### src/hw/spi_mem_defs.svh
`ifndef SPI_MEM_DEFS_SVH
`define SPI_MEM_DEFS_SVH

// ----------------------------------------
// memory geometry
// ----------------------------------------

// command byte carries 7 address bits above the r/w flag
`define SPI_ADDR_W 7

// one spi byte per memory word
`define SPI_DATA_W 8

// full address space
`define SPI_MEM_DEPTH 128

// ----------------------------------------
// pin conditioning
// ----------------------------------------

// system cycles a new pin level must hold before acceptance
`define SPI_DEBOUNCE_CYCLES 2

// sclk, cs_n, mosi
`define SPI_NUM_PINS 3

`endif

### src/hw/spi_pin_pkg.sv
`include "spi_mem_defs.svh"

package spi_pin_pkg;

    // raw pins, one bit each, index order fixed by pin_idx_e
    typedef logic [`SPI_NUM_PINS-1:0] pin_vec_t;

    // positions inside pin_vec_t and the conditioned pin array
    typedef enum logic [1:0] {
        pin_sclk = 2'd0,
        pin_cs_n = 2'd1,
        pin_mosi = 2'd2
    } pin_idx_e;

    // one conditioned pin
    // rise and fall are single-cycle pulses aligned with the level change
    typedef struct packed {
        logic level;
        logic rise;
        logic fall;
    } pin_state_t;

    // levels the pins rest at between transfers (cs_n high, rest low)
    localparam pin_vec_t pin_idle_levels = 3'b010;

endpackage

### src/hw/spi_mem_pkg.sv
`include "spi_mem_defs.svh"

package spi_mem_pkg;

    // byte address into the memory
    typedef logic [`SPI_ADDR_W-1:0] mem_addr_t;

    // one memory word, one spi byte
    typedef logic [`SPI_DATA_W-1:0] mem_data_t;

    // bits seen within a byte, 0 up to 8 inclusive
    typedef logic [$clog2(`SPI_DATA_W + 1)-1:0] bit_count_t;

    // ----------------------------------------
    // controller states
    // ----------------------------------------
    typedef enum logic [2:0] {
        st_idle,
        st_get_cmd,
        st_read_wait,
        st_send_data,
        st_get_data,
        st_store,
        st_done
    } ctrl_state_e;

    // controller to memory
    typedef struct packed {
        mem_addr_t addr;
        mem_data_t wdata;
        logic      we;
    } mem_req_t;

endpackage

### src/hw/pin_conditioner.sv
`include "spi_mem_defs.svh"

module pin_conditioner #(
    parameter int DEBOUNCE = `SPI_DEBOUNCE_CYCLES
) (
    input  logic                    clk,
    input  logic                    rst_n,
    input  logic                    raw,
    input  logic                    idle_level,
    output spi_pin_pkg::pin_state_t pin
);
    import spi_pin_pkg::*;

    // one spare bit so the compare value always fits
    localparam int CNT_W = $clog2(DEBOUNCE + 1) + 1;

    logic             sync0;
    logic             sync1;
    logic [CNT_W-1:0] cnt;
    pin_state_t       state_q;

    // ----------------------------------------
    // two-flop synchronizer
    // ----------------------------------------
    always_ff @(posedge clk) begin
        if (!rst_n) begin
            sync0 <= idle_level;
            sync1 <= idle_level;
        end else begin
            sync0 <= raw;
            sync1 <= sync0;
        end
    end

    // ----------------------------------------
    // debounce and edge pulses
    // ----------------------------------------
    always_ff @(posedge clk) begin
        if (!rst_n) begin
            cnt           <= '0;
            state_q.level <= idle_level;
            state_q.rise  <= 1'b0;
            state_q.fall  <= 1'b0;
        end else begin
            // pulses last a single cycle
            state_q.rise <= 1'b0;
            state_q.fall <= 1'b0;
            if (sync1 == state_q.level) begin
                // glitch went away, start over
                cnt <= '0;
            end else if (cnt == CNT_W'(DEBOUNCE)) begin
                cnt           <= '0;
                state_q.level <= sync1;
                state_q.rise  <= sync1;
                state_q.fall  <= ~sync1;
            end else begin
                cnt <= cnt + 1'b1;
            end
        end
    end

    assign pin = state_q;

endmodule

### src/hw/spi_shift_reg.sv
`include "spi_mem_defs.svh"

module spi_shift_reg (
    input  logic                   clk,
    input  logic                   rst_n,
    input  logic                   load,
    input  spi_mem_pkg::mem_data_t pdata,
    input  logic                   shift_in,
    input  logic                   sdata,
    input  logic                   shift_out,
    output spi_mem_pkg::mem_data_t pdata_q,
    output logic                   sout
);
    import spi_mem_pkg::*;

    mem_data_t next_q;

    // next contents, parallel load wins over either shift
    always_comb begin
        next_q = pdata_q;
        if (load) begin
            next_q = pdata;
        end else if (shift_in) begin
            // sclk rise, sample mosi into lsb
            next_q = {pdata_q[`SPI_DATA_W-2:0], sdata};
        end else if (shift_out) begin
            // sclk fall, msb already moved to sout
            next_q = {pdata_q[`SPI_DATA_W-2:0], 1'b0};
        end
    end

    // byte contents
    always_ff @(posedge clk) begin
        pdata_q <= next_q;
    end

    // serial out changes on falls only
    // master samples it on the following rise
    always_ff @(posedge clk) begin
        if (!rst_n) begin
            sout <= 1'b0;
        end else if (shift_out && !load) begin
            sout <= pdata_q[`SPI_DATA_W-1];
        end
    end

endmodule

### src/hw/spi_protocol_fsm.sv
`include "spi_mem_defs.svh"

module spi_protocol_fsm (
    input  logic                    clk,
    input  logic                    rst_n,
    input  spi_pin_pkg::pin_state_t pins [`SPI_NUM_PINS],
    input  spi_mem_pkg::mem_data_t  sr_byte,
    output logic                    shift_in,
    output logic                    shift_out,
    output logic                    load,
    output spi_mem_pkg::mem_req_t   req,
    output logic                    miso_oe
);
    import spi_pin_pkg::*;
    import spi_mem_pkg::*;

    localparam bit_count_t byte_bits = bit_count_t'(`SPI_DATA_W);

    ctrl_state_e state;
    bit_count_t  bit_cnt;
    mem_addr_t   addr_q;
    logic        load_q;
    logic        sclk_rise;
    logic        sclk_fall;
    logic        cs_n;
    logic        byte_done;

    assign sclk_rise = pins[pin_sclk].rise;
    assign sclk_fall = pins[pin_sclk].fall;
    assign cs_n      = pins[pin_cs_n].level;
    // eighth rise already shifted in last cycle
    assign byte_done = (bit_cnt == byte_bits);

    // ----------------------------------------
    // state and bit counter
    // ----------------------------------------
    always_ff @(posedge clk) begin
        if (!rst_n || cs_n) begin
            // deselect aborts whatever is in flight
            state   <= st_idle;
            bit_cnt <= '0;
            load_q  <= 1'b0;
        end else begin
            // rdata valid after one cycle in read_wait
            load_q <= (state == st_read_wait);
            case (state)
                st_idle: begin
                    bit_cnt <= '0;
                    state   <= st_get_cmd;
                end
                st_get_cmd, st_get_data, st_send_data: begin
                    if (byte_done) begin
                        bit_cnt <= '0;
                        if (state == st_get_cmd) begin
                            // lsb of the command is the r/w flag
                            state <= sr_byte[0] ? st_read_wait : st_get_data;
                        end else if (state == st_get_data) begin
                            state <= st_store;
                        end else begin
                            state <= st_done;
                        end
                    end else if (sclk_rise) begin
                        bit_cnt <= bit_cnt + 1'b1;
                    end
                end
                st_read_wait: state <= st_send_data;
                st_store:     state <= st_done;
                st_done:      state <= st_done;
                default:      state <= st_idle;
            endcase
        end
    end

    // address latch, upper 7 bits of the command byte
    always_ff @(posedge clk) begin
        if (state == st_get_cmd && byte_done) begin
            addr_q <= sr_byte[`SPI_DATA_W-1 -: `SPI_ADDR_W];
        end
    end

    // ----------------------------------------
    // strobes
    // ----------------------------------------
    assign shift_in  = sclk_rise && !cs_n && (state == st_get_cmd || state == st_get_data);
    assign shift_out = sclk_fall && !cs_n && (state == st_send_data);
    assign load      = load_q;
    assign miso_oe   = (state == st_send_data);

    // single write pulse, write data is the second byte
    assign req = '{addr: addr_q, wdata: sr_byte, we: (state == st_store) && !cs_n};

endmodule

### src/hw/spi_data_memory.sv
`include "spi_mem_defs.svh"

module spi_data_memory (
    input  logic                   clk,
    input  spi_mem_pkg::mem_req_t  req,
    output spi_mem_pkg::mem_data_t rdata
);
    import spi_mem_pkg::*;

    // contents start undefined
    mem_data_t mem [`SPI_MEM_DEPTH];

    // ----------------------------------------
    // write port and registered read
    // ----------------------------------------
    always_ff @(posedge clk) begin
        if (req.we) begin
            mem[req.addr] <= req.wdata;
        end
        // read every cycle, old data on a same-cycle write
        rdata <= mem[req.addr];
    end

endmodule

### src/hw/spi_memory_top.sv
`include "spi_mem_defs.svh"

module spi_memory_top (
    input  logic clk,
    input  logic rst_n,
    input  logic sclk,
    input  logic cs_n,
    input  logic mosi,
    output logic miso,
    output logic miso_oe
);
    import spi_pin_pkg::*;
    import spi_mem_pkg::*;

    pin_vec_t   raw_pins;
    pin_state_t pins [`SPI_NUM_PINS];
    logic       shift_in;
    logic       shift_out;
    logic       load;
    mem_req_t   req;
    mem_data_t  sr_byte;
    mem_data_t  rdata;

    // raw pins in pin_idx_e order
    assign raw_pins[pin_sclk] = sclk;
    assign raw_pins[pin_cs_n] = cs_n;
    assign raw_pins[pin_mosi] = mosi;

    // ----------------------------------------
    // pin conditioner bank
    // ----------------------------------------
    for (genvar i = 0; i < `SPI_NUM_PINS; i++) begin : cond_g
        pin_conditioner #(
            .DEBOUNCE(`SPI_DEBOUNCE_CYCLES)
        ) cond_i (
            .clk       (clk),
            .rst_n     (rst_n),
            .raw       (raw_pins[i]),
            .idle_level(pin_idle_levels[i]),
            .pin       (pins[i])
        );
    end

    // transaction control
    spi_protocol_fsm ctrl_i (
        .clk      (clk),
        .rst_n    (rst_n),
        .pins     (pins),
        .sr_byte  (sr_byte),
        .shift_in (shift_in),
        .shift_out(shift_out),
        .load     (load),
        .req      (req),
        .miso_oe  (miso_oe)
    );

    // mosi sampled on rises, miso driven on falls
    spi_shift_reg sr_i (
        .clk      (clk),
        .rst_n    (rst_n),
        .load     (load),
        .pdata    (rdata),
        .shift_in (shift_in),
        .sdata    (pins[pin_mosi].level),
        .shift_out(shift_out),
        .pdata_q  (sr_byte),
        .sout     (miso)
    );

    spi_data_memory mem_i (
        .clk  (clk),
        .req  (req),
        .rdata(rdata)
    );

endmodule

### config.mk
export PLATFORM = sky130hd
export DESIGN_NAME = spi_memory_top
export DESIGN_NICKNAME = d
export VERILOG_FILES = /design/src/hw/spi_pin_pkg.sv /design/src/hw/spi_mem_pkg.sv /design/src/hw/pin_conditioner.sv /design/src/hw/spi_shift_reg.sv /design/src/hw/spi_protocol_fsm.sv /design/src/hw/spi_data_memory.sv /design/src/hw/spi_memory_top.sv
export VERILOG_INCLUDE_DIRS = /design/src /design/src/hw
export SDC_FILE = /design/constraint.sdc
export NUM_CORES = 1
export LEC_CHECK = 0
export BUFFER_PORTS_ARGS = -buffer_cell sky130_fd_sc_hd__buf_2
export CAP_MARGIN = 0
export CORE_MARGIN = 1
export CORE_UTILIZATION = 50
export CTS_CLUSTER_DIAMETER = 150
export DETAILED_ROUTE_END_ITERATION = 6
export PLACE_DENSITY = 0.65
export SYNTH_ARGS = -nofsm -noshare
export SYNTH_HDL_FRONTEND = slang
export SYNTH_SLANG_ARGS = --single-unit
export TNS_END_PERCENT = 10
### constraint.sdc
create_clock -name clk -period 3.35 [get_ports clk]
set_clock_uncertainty 0.15 [all_clocks]
set_input_delay 0 -clock clk [delete_from_list [all_inputs] [get_ports clk]]
set_output_delay 0 -clock clk [all_outputs]
set_load 0.05 [all_outputs]
Yosys cells after proc, flatten, opt, wreduce, memory -nomap -nowiden

Memories as Yosys holds them, arrays and structs flattened. A register that Yosys moved wholly into a read port is not among the register bits.
Index checks and enable logic that the tools add are counted.
Widths: inputs -> output; s select.

Multiplexer cells: 13
Add/subtract/negate cells: 4
Equal/unequal tests: 15
Bitwise operators: 6
Reduce and logical (&&, ||, !) cells: 25

Operators by type and width:

| kind                | count |
|---|---|
| $mux 8              | 3 |
| $eq 3x2->1 const B  | 5 |
| $reduce_or 3->1     | 5 |
| $pmux 3 s4          | 1 |
| $add 3x1->3 const B | 3 |
| $eq 3x3->1 const B  | 3 |
| $mux 3              | 3 |
| $mux 4              | 2 |
| $pmux 4 s2          | 1 |
| $reduce_and 2->1    | 4 |
| $logic_and 1x1->1   | 7 |
| $not 1->1           | 6 |
| $add 4x1->4 const B | 1 |
| $eq 4x4->1 const B  | 1 |
| $eq 1x1->1          | 3 |
| $eq 3x1->1 const B  | 1 |
| $logic_not 1->1     | 3 |
| $logic_not 3->1     | 1 |
| $ne 3x2->1 const B  | 1 |
| $reduce_bool 3->1   | 1 |
| $logic_or 1x1->1    | 2 |
| $mux 1              | 2 |
| $mux 2              | 1 |
| $ne 2x1->1 const B  | 1 |
| 2 further kinds     | 2 |

Bits in writable memories: 1,024
Memories: 1
Register bits after elaboration: 44
Output and inout bits: 2
Bits of input ports: 5
Logic and storage cells: 84

Memories:

| memory    | words | bits a word | read ports | clocked after Yosys merged registers in | write ports | line                  | RTL |
|---|---|---|---|---|---|---|---|
| mem_i.mem | 128   | 8           | 1          | 1                                       | 1           | spi_data_memory.sv:11 | `` mem_data_t mem [`SPI_MEM_DEPTH]; `` |

Logic depth before layout (Yosys ltp)

Gate-level depths: netlist of run 1.

Word-level depth: 6
Depth in mapped cells: 8
Gate-level depth less buffers: 8

Cells and area by module

Synthesis of run 1 repeated with hierarchy kept, for this count alone.

Cells, all modules: 2,669
Area, all modules: 42,584.6 um^2

By module, submodules not included:

| module                                  | area each (um^2) | cells each | sequential area each (um^2) | instances |
|---|---|---|---|---|
| spi_data_memory                         | 40,433.8         | 2,475      | 30,909.6                    | 1 |
| spi_protocol_fsm                        | 780.7            | 74         | 370.4                       | 1 |
| pin_conditioner at cond_g[1].cond_i ... | 322.8            | 31         | 170.2                       | 2 |
| spi_shift_reg                           | 395.4            | 25         | 260.2                       | 1 |
| pin_conditioner at cond_g[0].cond_i     | 321.6            | 31         | 170.2                       | 1 |
| spi_memory_top                          | 7.5              | 2          | 0.0                         | 1 |

Least setup slack after synthesis of run 1

Ideal clock, no wire load.

Path type: register -> register
Start point: register ctrl_i.addr_q[0]
End point: register mem_i.rdata[0], read port of mem_i.mem
Arrival: 2.695 ns
Required time: 3.079 ns
Path slack: 0.384 ns
Path buffers: 2
Cell stages (with the launch flop): 7
Clock period less this slack: 2.966 ns
Library setup time: 0.121 ns
Path through: edfxtp_1 > buf_2 > buf_1 > mux4_2 > mux4_2 > mux4_2 > mux2_2

RTL lines:

| item                   | line                   | RTL |
|---|---|---|
| from (decl)            | spi_protocol_fsm.sv:21 | `mem_addr_t addr_q;` |
| from (signal assigned) | spi_protocol_fsm.sv:77 | `` addr_q <= sr_byte[`SPI_DATA_W-1 -: `SPI_ADDR_W]; `` |
| to (decl)              | spi_data_memory.sv:6   | `output spi_mem_pkg::mem_data_t rdata` |

==> qor.yml, run 1 <==
logic_synthesis:
  synth_edf_count: 1039
  synth.largest_area_cell: "edfxtp_1"
  synthesis.nets: 1805
  yosysWarnings: 0
  netlist.area_leader.share_pct: 75.35
  avgSynthCellArea_um2: 23.11
  synth_common_cells: "edfxtp_1, mux4_2, nor2_1, clkbuf_1, dfxtp_1"
  ys_ff_latch: 1076
  synth.cell_area_um2: 41410
  synthCells: 1792
  synth_seq_area_share_pct: 77.14
  synthMostInstantiatedCell: "edfxtp_1"
  synth_cell_types: 36
  synthTopCellsByArea: "edfxtp_1, mux4_2, dfxtp_1, nor2_1, clkbuf_1"
  ys_async_sr_fraction_pct: 0
  ys.flop_type: "edfxtp_1"
clock_network:
  clock_tree.buffer_depth: 3
  clk_latency_ps: 660
  cts_tree: "yes"
  post_cts_resized: 0
  path_clk_slew_ps: 60
  numCtsBuffers: 106
  cts_sinks: 1076
  root_buffer: "clkbuf_16"
  hold_buffers: 10
  htree_levels: 3
  post_cts_buffers: 0
global_routing:
  grt_max_degree: 132
  grt_pass1_vias: 19310
  grt.total_usage_pct: 22.07
  grt_pass1_wl_um: 132900
  grt-ovfl-total: 0
  antenna_found_initial: 1
timing:
  report.final.setup_viol: 0
  maxSlewHeadroom_pct: 41.38
  rsz0062_at_grt: "false"
  holdWs_ps: 73.58
  finalWorstSetupSlack_ps: 134.7
  fin_crit_ps: 3215
  finalMaxSlewViolations: 0
  finalCritPeriodShare_pct: 95.98
  worstMarginPinSlew_ps: 879.2
  max_clock_freq_mhz: 311.0
  finalHoldViolations: 0
  fin_tns_setup_ps: 0
min_path:
  min_to: "cond_g[1].cond_i.sync1"
  min_from: "rst_n"
  hold_class: "primary input to flop"
  whs_path_depth: 3
layout:
  multi_input_area_um2: 9029
  syn_to_final_growth_pct: 15.28
  filler_cell_count: 5782
  drive_gt1_share_pct: 33.95
  stdcell_area_um2: 47730
  fin_nets: 2041
  diodes: 0
  fin_cells: 3182
  seqCellArea_um2: 31940
floorplan:
  io_pins: 7
  die_w_um: 289.8
  row_count: 105
  die-area_um2: 83970
  core_region_area_um2: 81980
  fp.dieH_um: 289.8
  initial_core_util_pct: 50.51
routing:
  ant_nets: 0
  dr.pass1.iters: 7
  detail_route.iter0.violations: 1996
  post_drt_wl_per_cell_um: 28.29
  dr_total_vias: 19100
  drc: 0
  via_per_inst: 6.002
  wirelength_um: 90010
outcome:
  outcome: "complete, no violations"
power:
  seqPwrFrac_pct: 55.4
  p_sw_share_pct: 19.00
  pwr_density_cell_nw_per_um2: 549.3
  p_switching_mw: 4.982
  internal_power_mw: 21.24
  pwr-share-clk_pct: 44.5
  p_leak_nw: 15.09
  p_comb_share_pct: 0.1
  irDropWorstVdd_uv: 455.5
critical_path:
  rr_worst_depth: 6
  start_kind: "flop"
  worst_setup_path_end_kind: "flop"
  r2r-start: "ctrl_i.addr_q[0]"
  worstSetupPathType: "flop to flop"
  r2r_setup_slack_ps: 130
  crit_fanout: 20
  crit_start: "ctrl_i.addr_q[0]"
  critPathArrivalTime_ps: 3600
  r2r_end: "mem_i.rdata[1]"
  critical_path_required_ps: 3740
placement:
  io_buffers: 6
  gp_congestion: 0.7992
  placed_cells: 2980
  place_area_um2: 44210
  dpl.hpwl_um: 54710
  dp_worst_setup_slack_ps: 100.0
job:
  maxCapViolations: 0
==> critical path, stage by stage, from the launching register on <==
cell and delay, ps:
edfxtp_1 440, buf_12 230, buf_12 230, mux4_2 580, mux4_2 540, mux4_2 560
mux2_2 290
==> metrics by stage <==
stage	power [mW]	utilization (%)
final	26.22	58.22
after global routing	26.93	58.22
after CTS	26.41	58.22
after detailed placement	14.82	53.93
after global placement	14.82	53.93
after floorplan	14.82	-
==> routing by layer <==
layer	vias up	wire, um	track usage, %
li1	8022	-	-
met1	10260	38630	32.80
met2	701	42020	33.33
met3	112	7481	4.976
met4	0	1872	5.916
met5	-	0	0
==> cell usage in the layout, fill, tap and decap left out, types with 8 or more instances in the layout <==
cell type	count
ha_1	8
nor2b_1	10
clkinv_2	14
buf_12	24
nand2b_1	9
nand2_1	24
clkbuf_1	20
buf_4	181
clkbuf_16	108
mux2_2	15
mux4_2	336
nor2_1	154
clkinvlp_4	9
nand3_1	12
edfxtp_1	1039
bufinv_16	10
dfxtp_1	37
dlygate4sd3_1	10
inv_1	8
clkinv_1	17
==> cell families (layout without fill, tap and decap cells) <==
group,Yosys count,in the layout,synth area share [%]
DFF,1076,1076,77.14
muxes,357,357,18.83
and+or+nand+nor,228,228,2.357
buffers and inverters,101,421,1.055
AOI/OAI and AO/OA,15,15,0.2297
adders and majority gates,8,8,0.2418
xor gates and xnor gates,7,7,0.1481
==> power groups by stage <==
stage          Clock, mW  Sequential, mW  Combinational, mW
2_1_floorplan          0            14.8            0.00803
3_3_place_gp           0            14.8             0.0120
3_5_place_dp           0            14.8             0.0129
4_1_cts             11.9            14.5             0.0220
5_1_grt             12.4            14.5             0.0248
6_report            11.7            14.5             0.0219
==> registers in the layout, summed over array words and instances (netlist names) <==
signal and cells:
ctrl_i.bit_cnt 4, ctrl_i.load 1, cond_g.cond_i.sync1 3, mem_i.mem 1024
mem_i.rdata 8, cond_g.cond_i.cnt 9, ctrl_i.state 3, sr_i.sout 1
ctrl_i.addr_q 7, sr_i.pdata_q 8, cond_g.cond_i.pin 5, cond_g.cond_i.sync0 3
==> how the worst max path moves through the flow <==
stage / end / slack, ps
2_1_floorplan: mem_i.rdata[0] / 380
3_3_place_gp: mem_i.rdata[3] / 90
3_5_place_dp: mem_i.rdata[3] / 100
4_1_cts: mem_i.rdata[3] / 90
5_1_grt: mem_i.rdata[7] / 60
6_report: mem_i.rdata[1] / 130
==> cell type report <==
type,instances,share of cell area [%]
clock buffer,128,5.819
inverter,8,0.06291
clock inverter,64,1.353
multi-input combinational,615,18.92
tap,1070,2.805
sequential,1076,66.92
timing repair buffer,221,4.126
Power figures use the tool's default switching activity.
==> inputs of run 2 (changes only) <==
Settings changed: BUFFER_PORTS_ARGS -buffer_cell sky130_fd_sc_hd__buf_2 to -buffer_cell sky130_fd_sc_hd__buf_4.
==> run 2 against run 1 <==
Flip-flop and latch count stayed put. Wire length hardly changed. Global-route usage hardly changed. Clock-buffer cell count is 4 higher. Via count is 0.17% higher. Non-clock buffer count is 13 higher. Cell count is 0.75% higher. Die area stayed put. Sequential power hardly changed. Highest routed layer is now met5.
==> qor.yml, run 2 (synthesis results as in run 1) <==
outcome:
  outcome: "complete, no violations"  # unchanged
layout:
  top_regs: "mem_i.mem: 1024 flops, cond_g.cond_i.cnt: 9 flops"  # unchanged
  largest_reg_flops: 1024  # unchanged
  fin_cells: 3206  # was 3182
  largest-register: "mem_i.mem"  # unchanged
  syn_to_final_growth_pct: 16.23  # was 15.28%
  drive_gt1_share_pct: 34.93  # was 33.95%
  fin_nets: 2056  # was 2041
  final_common_cell: "edfxtp_1"  # unchanged
  diodes: 0  # unchanged
  filler_cell_count: 5722  # was 5782
  final_cell_mix: "edfxtp_1, mux4_2, buf_4"  # unchanged
routing:
  dr_total_vias: 19130  # was 19100
  post_drt_wl_per_cell_um: 28.06  # was 28.29 um
  detail_route.iter0.violations: 1990  # was 1996
  drc: 0  # unchanged
  via_per_inst: 5.967  # was 6.002
  dr.pass1.iters: 5  # was 7
  ant_nets: 0  # unchanged
  wirelength_um: 89950  # was 90010 um
timing:
  worstMarginPinSlew_ps: 1086  # was 879.2 ps
  fin_crit_ps: 3211  # was 3215 ps
  rsz0062_at_grt: "false"  # unchanged
  finalMaxSlewViolations: 0  # unchanged
  fin_tns_setup_ps: 0  # unchanged
  maxSlewHeadroom_pct: 27.57  # was 41.38%
  holdWs_ps: 46.49  # was 73.58 ps
  finalCritPeriodShare_pct: 95.85  # was 95.98%
  max_clock_freq_mhz: 311.4  # was 311.0 MHz
  finalHoldViolations: 0  # unchanged
  report.final.setup_viol: 0  # unchanged
global_routing:
  antenna_found_initial: 1  # unchanged
  grt_pass1_wl_um: 132100  # was 132900 um
  grt.total_usage_pct: 22.07  # about the same
  grt-ovfl-total: 0  # unchanged
  grt_max_degree: 98  # was 132
  grt_pass1_vias: 19500  # was 19310
power:
  irDropWorstVdd_uv: 452.5  # was 455.5 uV
  pwr_density_cell_nw_per_um2: 560.0  # was 549.3 nW/um2
  p_leak_nw: 15.33  # was 15.09 nW
floorplan:
  initial_core_util_pct: 50.51  # unchanged
  row_count: 105  # unchanged
  io_pins: 7  # unchanged
  die_w_um: 289.8  # unchanged
  core_region_area_um2: 81980  # unchanged
  fp.dieH_um: 289.8  # unchanged
  die-area_um2: 83970  # unchanged
critical_path:
  rr_worst_depth: 7  # was 6
  worstSetupPathType: "flop to flop"  # unchanged
  start_kind: "flop"  # unchanged
  worst_setup_path_end_kind: "flop"  # unchanged
  critical_path_required_ps: 3750  # was 3740 ps
  crit_fanout: 22  # was 20
  critPathArrivalTime_ps: 3610  # was 3600 ps
clock_network:
  htree_levels: 3  # unchanged
  cts_tree: "yes"  # unchanged
  cts_sinks: 1076  # unchanged
  clock_tree.buffer_depth: 3  # unchanged
  path_clk_slew_ps: 60  # about the same
  root_buffer: "clkbuf_16"  # unchanged
  clk_latency_ps: 670  # was 660 ps
  numCtsBuffers: 108  # was 106
placement:
  dpl.hpwl_um: 55850  # was 54710 um
  io_buffers: 6  # unchanged
  placed_cells: 2993  # was 2980
  gp_congestion: 0.8138  # was 0.7992
min_path:
  whs_path_depth: 3  # unchanged
  hold_class: "primary input to flop"  # unchanged
job:
  maxCapViolations: 0  # unchanged
-- run 2: cell count changes in the layout (fill, tap and decap cells not counted), moves of 4 or more --
cell and change:
clkinv_2 +16, buf_2 -6, buf_4 +18, bufinv_16 +6, clkinvlp_4 -5, inv_6 -5, clkbuf_8 +4
-- run 2: worst paths after layout --
path,from,end,slack (ps)
setup / recovery,ctrl_i.addr_q[0],mem_i.rdata[2],140
hold / removal,rst_n,cond_g[1].cond_i.sync1,50
setup reg to reg,ctrl_i.addr_q[0],mem_i.rdata[2],140
hold reg to reg,cond_g[1].cond_i.sync0,cond_g[1].cond_i.sync1,270
-- run 2: worst max-delay path, stage by stage (launching register included) --
cell and delay [ps]:
edfxtp_1 450, buf_12 230, buf_12 240, buf_4 200
mux4_2 500, mux4_2 520, mux4_2 490, mux2_2 290
-- run 2: layout make-up --
class	instances	area (um2)	area share [%]
Tap cell	1070	1339	2.782
Multi-Input combinational cell	615	9029	18.76
Clock buffer	132	2897	6.019
Timing Repair Buffer	234	2095	4.352
Clock inverter	71	795.8	1.654
Sequential cell	1076	31940	66.37
Inverter	8	30.03	0.06240
-- run 2: stage by stage --
step                setup slack (ps)  total power, mW  cell area (um2)  utilization, %
global route                   64.46            27.64            48120           58.70
detailed placement             113.2            14.83            44330           54.08
CTS                            104.5            27.14            48120           58.70
global placement               150.8            14.82            44330           54.08
floorplan                      384.5            14.82            41410               -
finish                         139.1            26.95            48120           58.70
-- run 2: power breakdown --
group	internal [mW]	total (mW)	leakage (nW)	switching (mW)
logic	0.0149	0.0235	3.87	0.00859
clock network	7.39	12.4	1.82	5.01
registers	14.5	14.5	9.64	0.00271
-- run 2: layer usage --
metal  share of wire (%)  vias up  GRT usage (%)  routed length, um
li1                    -     8053              -                  -
met1                  43    10220          32.86              38410
met2                  47      740          33.14              42060
met3                 8.3      118          4.867               7424
met4                 2.3        2          6.414               2051
met5               0.014        -              0                 13
-- run 2: repair_timing --
item                                   in CTS  in global routing
endpoints found under the hold margin      29                  0
hold buffers                               10                  0
setup endpoints to repair                   0                  0
buffers inserted                            0                  0
resized for setup                           0                  0
==> inputs of run 3 (changes only) <==
==> constraint.sdc (replaced) <==
create_clock -name clk -period 3.35 [get_ports clk]
set_clock_uncertainty 0.15 [all_clocks]
set_input_delay 0.67 -clock clk [delete_from_list [all_inputs] [get_ports clk]]
set_output_delay 0.67 -clock clk [all_outputs]
set_load 0.05 [all_outputs]
==> run 3 against run 2 <==
Total power about the same. Global-route usage about the same. Cell count down 0.31%. Maximum frequency decreased by 0.22%. Sequential power barely moved. Flip-flop and latch count is the same. Die area unchanged. First-iteration DRC count rose by 5.6%. Via count fell by 0.25%. Critical path type unchanged. Largest cell class unchanged. Largest power group unchanged. Highest routed layer unchanged.
==> qor.yml, run 3 (synthesis results as in run 1) <==
placement:
  gp_congestion: 0.8138  # unchanged
  dpl.hpwl_um: 55850  # unchanged
  dp_worst_setup_slack_ps: 113.2  # unchanged
  io_buffers: 6  # unchanged
power:
  irDropWorstVdd_uv: 452.8  # was 452.5 uV
  p_comb_share_pct: 0.1  # about the same
  power_mw: 26.93  # was 26.95 mW
  p_leak_nw: 15.29  # was 15.33 nW
  seqPwrFrac_pct: 53.9  # about the same
  internal_power_mw: 21.91  # was 21.92 mW
  pwr_density_cell_nw_per_um2: 560.8  # was 560.0 nW/um2
  p_sw_share_pct: 18.63  # was 18.65%
  pwr-share-clk_pct: 46.0  # about the same
  p_switching_mw: 5.019  # was 5.025 mW
critical_path:
  critical_path_required_ps: 3750  # about the same
  start_kind: "flop"  # unchanged
  cp_top_family: "multiplexers"  # unchanged
  critPathArrivalTime_ps: 3610  # about the same
  worstSetupPathType: "flop to flop"  # unchanged
  path_buf_inv: 3  # unchanged
  cp_common_cell: "mux4_2"  # unchanged
  worst_setup_path_end_kind: "flop"  # unchanged
  critPathMaxStageDelay_ps: 520  # about the same
  slowest_stage: "mux4_2"  # unchanged
  crit_fanout: 22  # unchanged
  crit_chain: "buf_12, buf_12, buf_4, mux4_2, mux4_2, mux4_2, mux2_2"  # unchanged
layout:
  drive_gt1_share_pct: 35.09  # was 34.93%
  fin_nets: 2046  # was 2056
  final_common_cell: "edfxtp_1"  # unchanged
  syn_to_final_growth_pct: 15.99  # was 16.23%
  largest_reg_flops: 1024  # unchanged
  final_cell_mix: "edfxtp_1, mux4_2, buf_4"  # unchanged
  diodes: 0  # unchanged
  top_regs: "mem_i.mem: 1024 flops, cond_g.cond_i.cnt: 9 flops"  # unchanged
  largest-register: "mem_i.mem"  # unchanged
clock_network:
  root_buffer: "clkbuf_16"  # unchanged
  post_cts_resized: 0  # unchanged
  htree_levels: 3  # unchanged
  path_clk_slew_ps: 60  # about the same
  hold_buffers: 0  # was 10
  numCtsBuffers: 108  # unchanged
  cts_sinks: 1076  # unchanged
  cts_tree: "yes"  # unchanged
  clk_latency_ps: 660  # was 670 ps
  post_cts_buffers: 0  # unchanged
  clock_tree.buffer_depth: 3  # unchanged
timing:
  finalHoldViolations: 0  # unchanged
  rsz0062_at_grt: "false"  # unchanged
  fin_crit_ps: 3218  # was 3211 ps
  fin_tns_setup_ps: 0  # unchanged
  max_clock_freq_mhz: 310.8  # was 311.4 MHz
  worstMarginPinSlew_ps: 1089  # was 1086 ps
  finalMaxSlewViolations: 0  # unchanged
  finalCritPeriodShare_pct: 96.06  # was 95.85%
  finalWorstSetupSlack_ps: 132.1  # was 139.1 ps
  report.final.setup_viol: 0  # unchanged
  maxSlewHeadroom_pct: 27.41  # was 27.57%
routing:
  drc: 0  # unchanged
  dr_total_vias: 19080  # was 19130
  top_layer_used: "met5"  # unchanged
  wl_met1_um: 38660  # was 38410 um
  via_per_inst: 5.971  # was 5.967
  post_drt_wl_per_cell_um: 28.11  # was 28.06 um
  wl_met3_um: 7077  # was 7424 um
  ant_nets: 0  # unchanged
  detail_route.iter0.violations: 2101  # was 1990
  met2_length_um: 42000  # was 42060 um
  wirelength_um: 89830  # was 89950 um
  dr.pass1.iters: 5  # unchanged
floorplan:
  die_w_um: 289.8  # unchanged
  io_pins: 7  # unchanged
  initial_core_util_pct: 50.51  # unchanged
  core_region_area_um2: 81980  # unchanged
  row_count: 105  # unchanged
  fp.dieH_um: 289.8  # unchanged
  die-area_um2: 83970  # unchanged
outcome:
  outcome: "complete, no violations"  # unchanged
job:
  maxCapViolations: 0  # unchanged
global_routing:
  antenna_found_initial: 1  # unchanged
  grt_max_degree: 98  # unchanged
  grt_pass1_wl_um: 131900  # was 132100 um
  grt-ovfl-total: 0  # unchanged
  grt.total_usage_pct: 22.05  # was 22.07%
  grt_pass1_vias: 19440  # was 19500
min_path:
  hold_class: "primary input to flop"  # unchanged
-- run 3: power by group through the flow --
stage	clock (mW)	sequential [mW]	combinational (mW)
6_report	12.4	14.5	0.0144
5_1_grt	13.1	14.5	0.0163
4_1_cts	12.6	14.5	0.0148
3_5_place_dp	0	14.8	0.0146
3_3_place_gp	0	14.8	0.0135
2_1_floorplan	0	14.8	0.00803
-- run 3: layout make-up --
cell class / instances / area (um2)
Inverter: 8 / 30.03
Fill cell: 5735 / 33950
Sequential cell: 1076 / 31940
Clock buffer: 132 / 2897
Multi-Input combinational cell: 615 / 9029
Timing Repair Buffer: 224 / 1994
Clock inverter: 71 / 795.8
Tap cell: 1070 / 1339
-- run 3: worst paths after layout --
check,start,end,slack (ps),cells after the start
setup / recovery,ctrl_i.addr_q[0],mem_i.rdata[2],130,7
hold / removal,cs_n,cond_g[1].cond_i.sync0,60,2
setup reg to reg,ctrl_i.addr_q[0],mem_i.rdata[2],130,7
hold reg to reg,cond_g[1].cond_i.sync0,cond_g[1].cond_i.sync1,270,1
-- run 3: metal layers --
metal | GRT usage (%) | up-vias
met1 | 32.86 | 10200
met2 | 33.08 | 731
met3 | 4.867 | 119
met5 | 0 | -
li1 | - | 8034
met4 | 6.414 | 2
-- run 3: worst reg2reg max path, delay by kind of cell, from the launching register on --
| kind | cells | cell delay (ps) |
|---|---|---|
| buffers and inverters | 3 | 710 |
| DFF | 1 | 450 |
| muxes | 4 | 1810 |
-- run 3: metrics by stage --
step	cell area [um2]	util (%)	hold WS (ps)	instances
2_1_floorplan	41410	-	236.3	1792
3_3_place_gp	44330	54.08	257.6	2993
3_5_place_dp	44330	54.08	245.7	2993
4_1_cts	48020	58.58	30.11	3196
5_1_grt	48020	58.58	50.16	3196
6_report	48020	58.58	57.04	3196
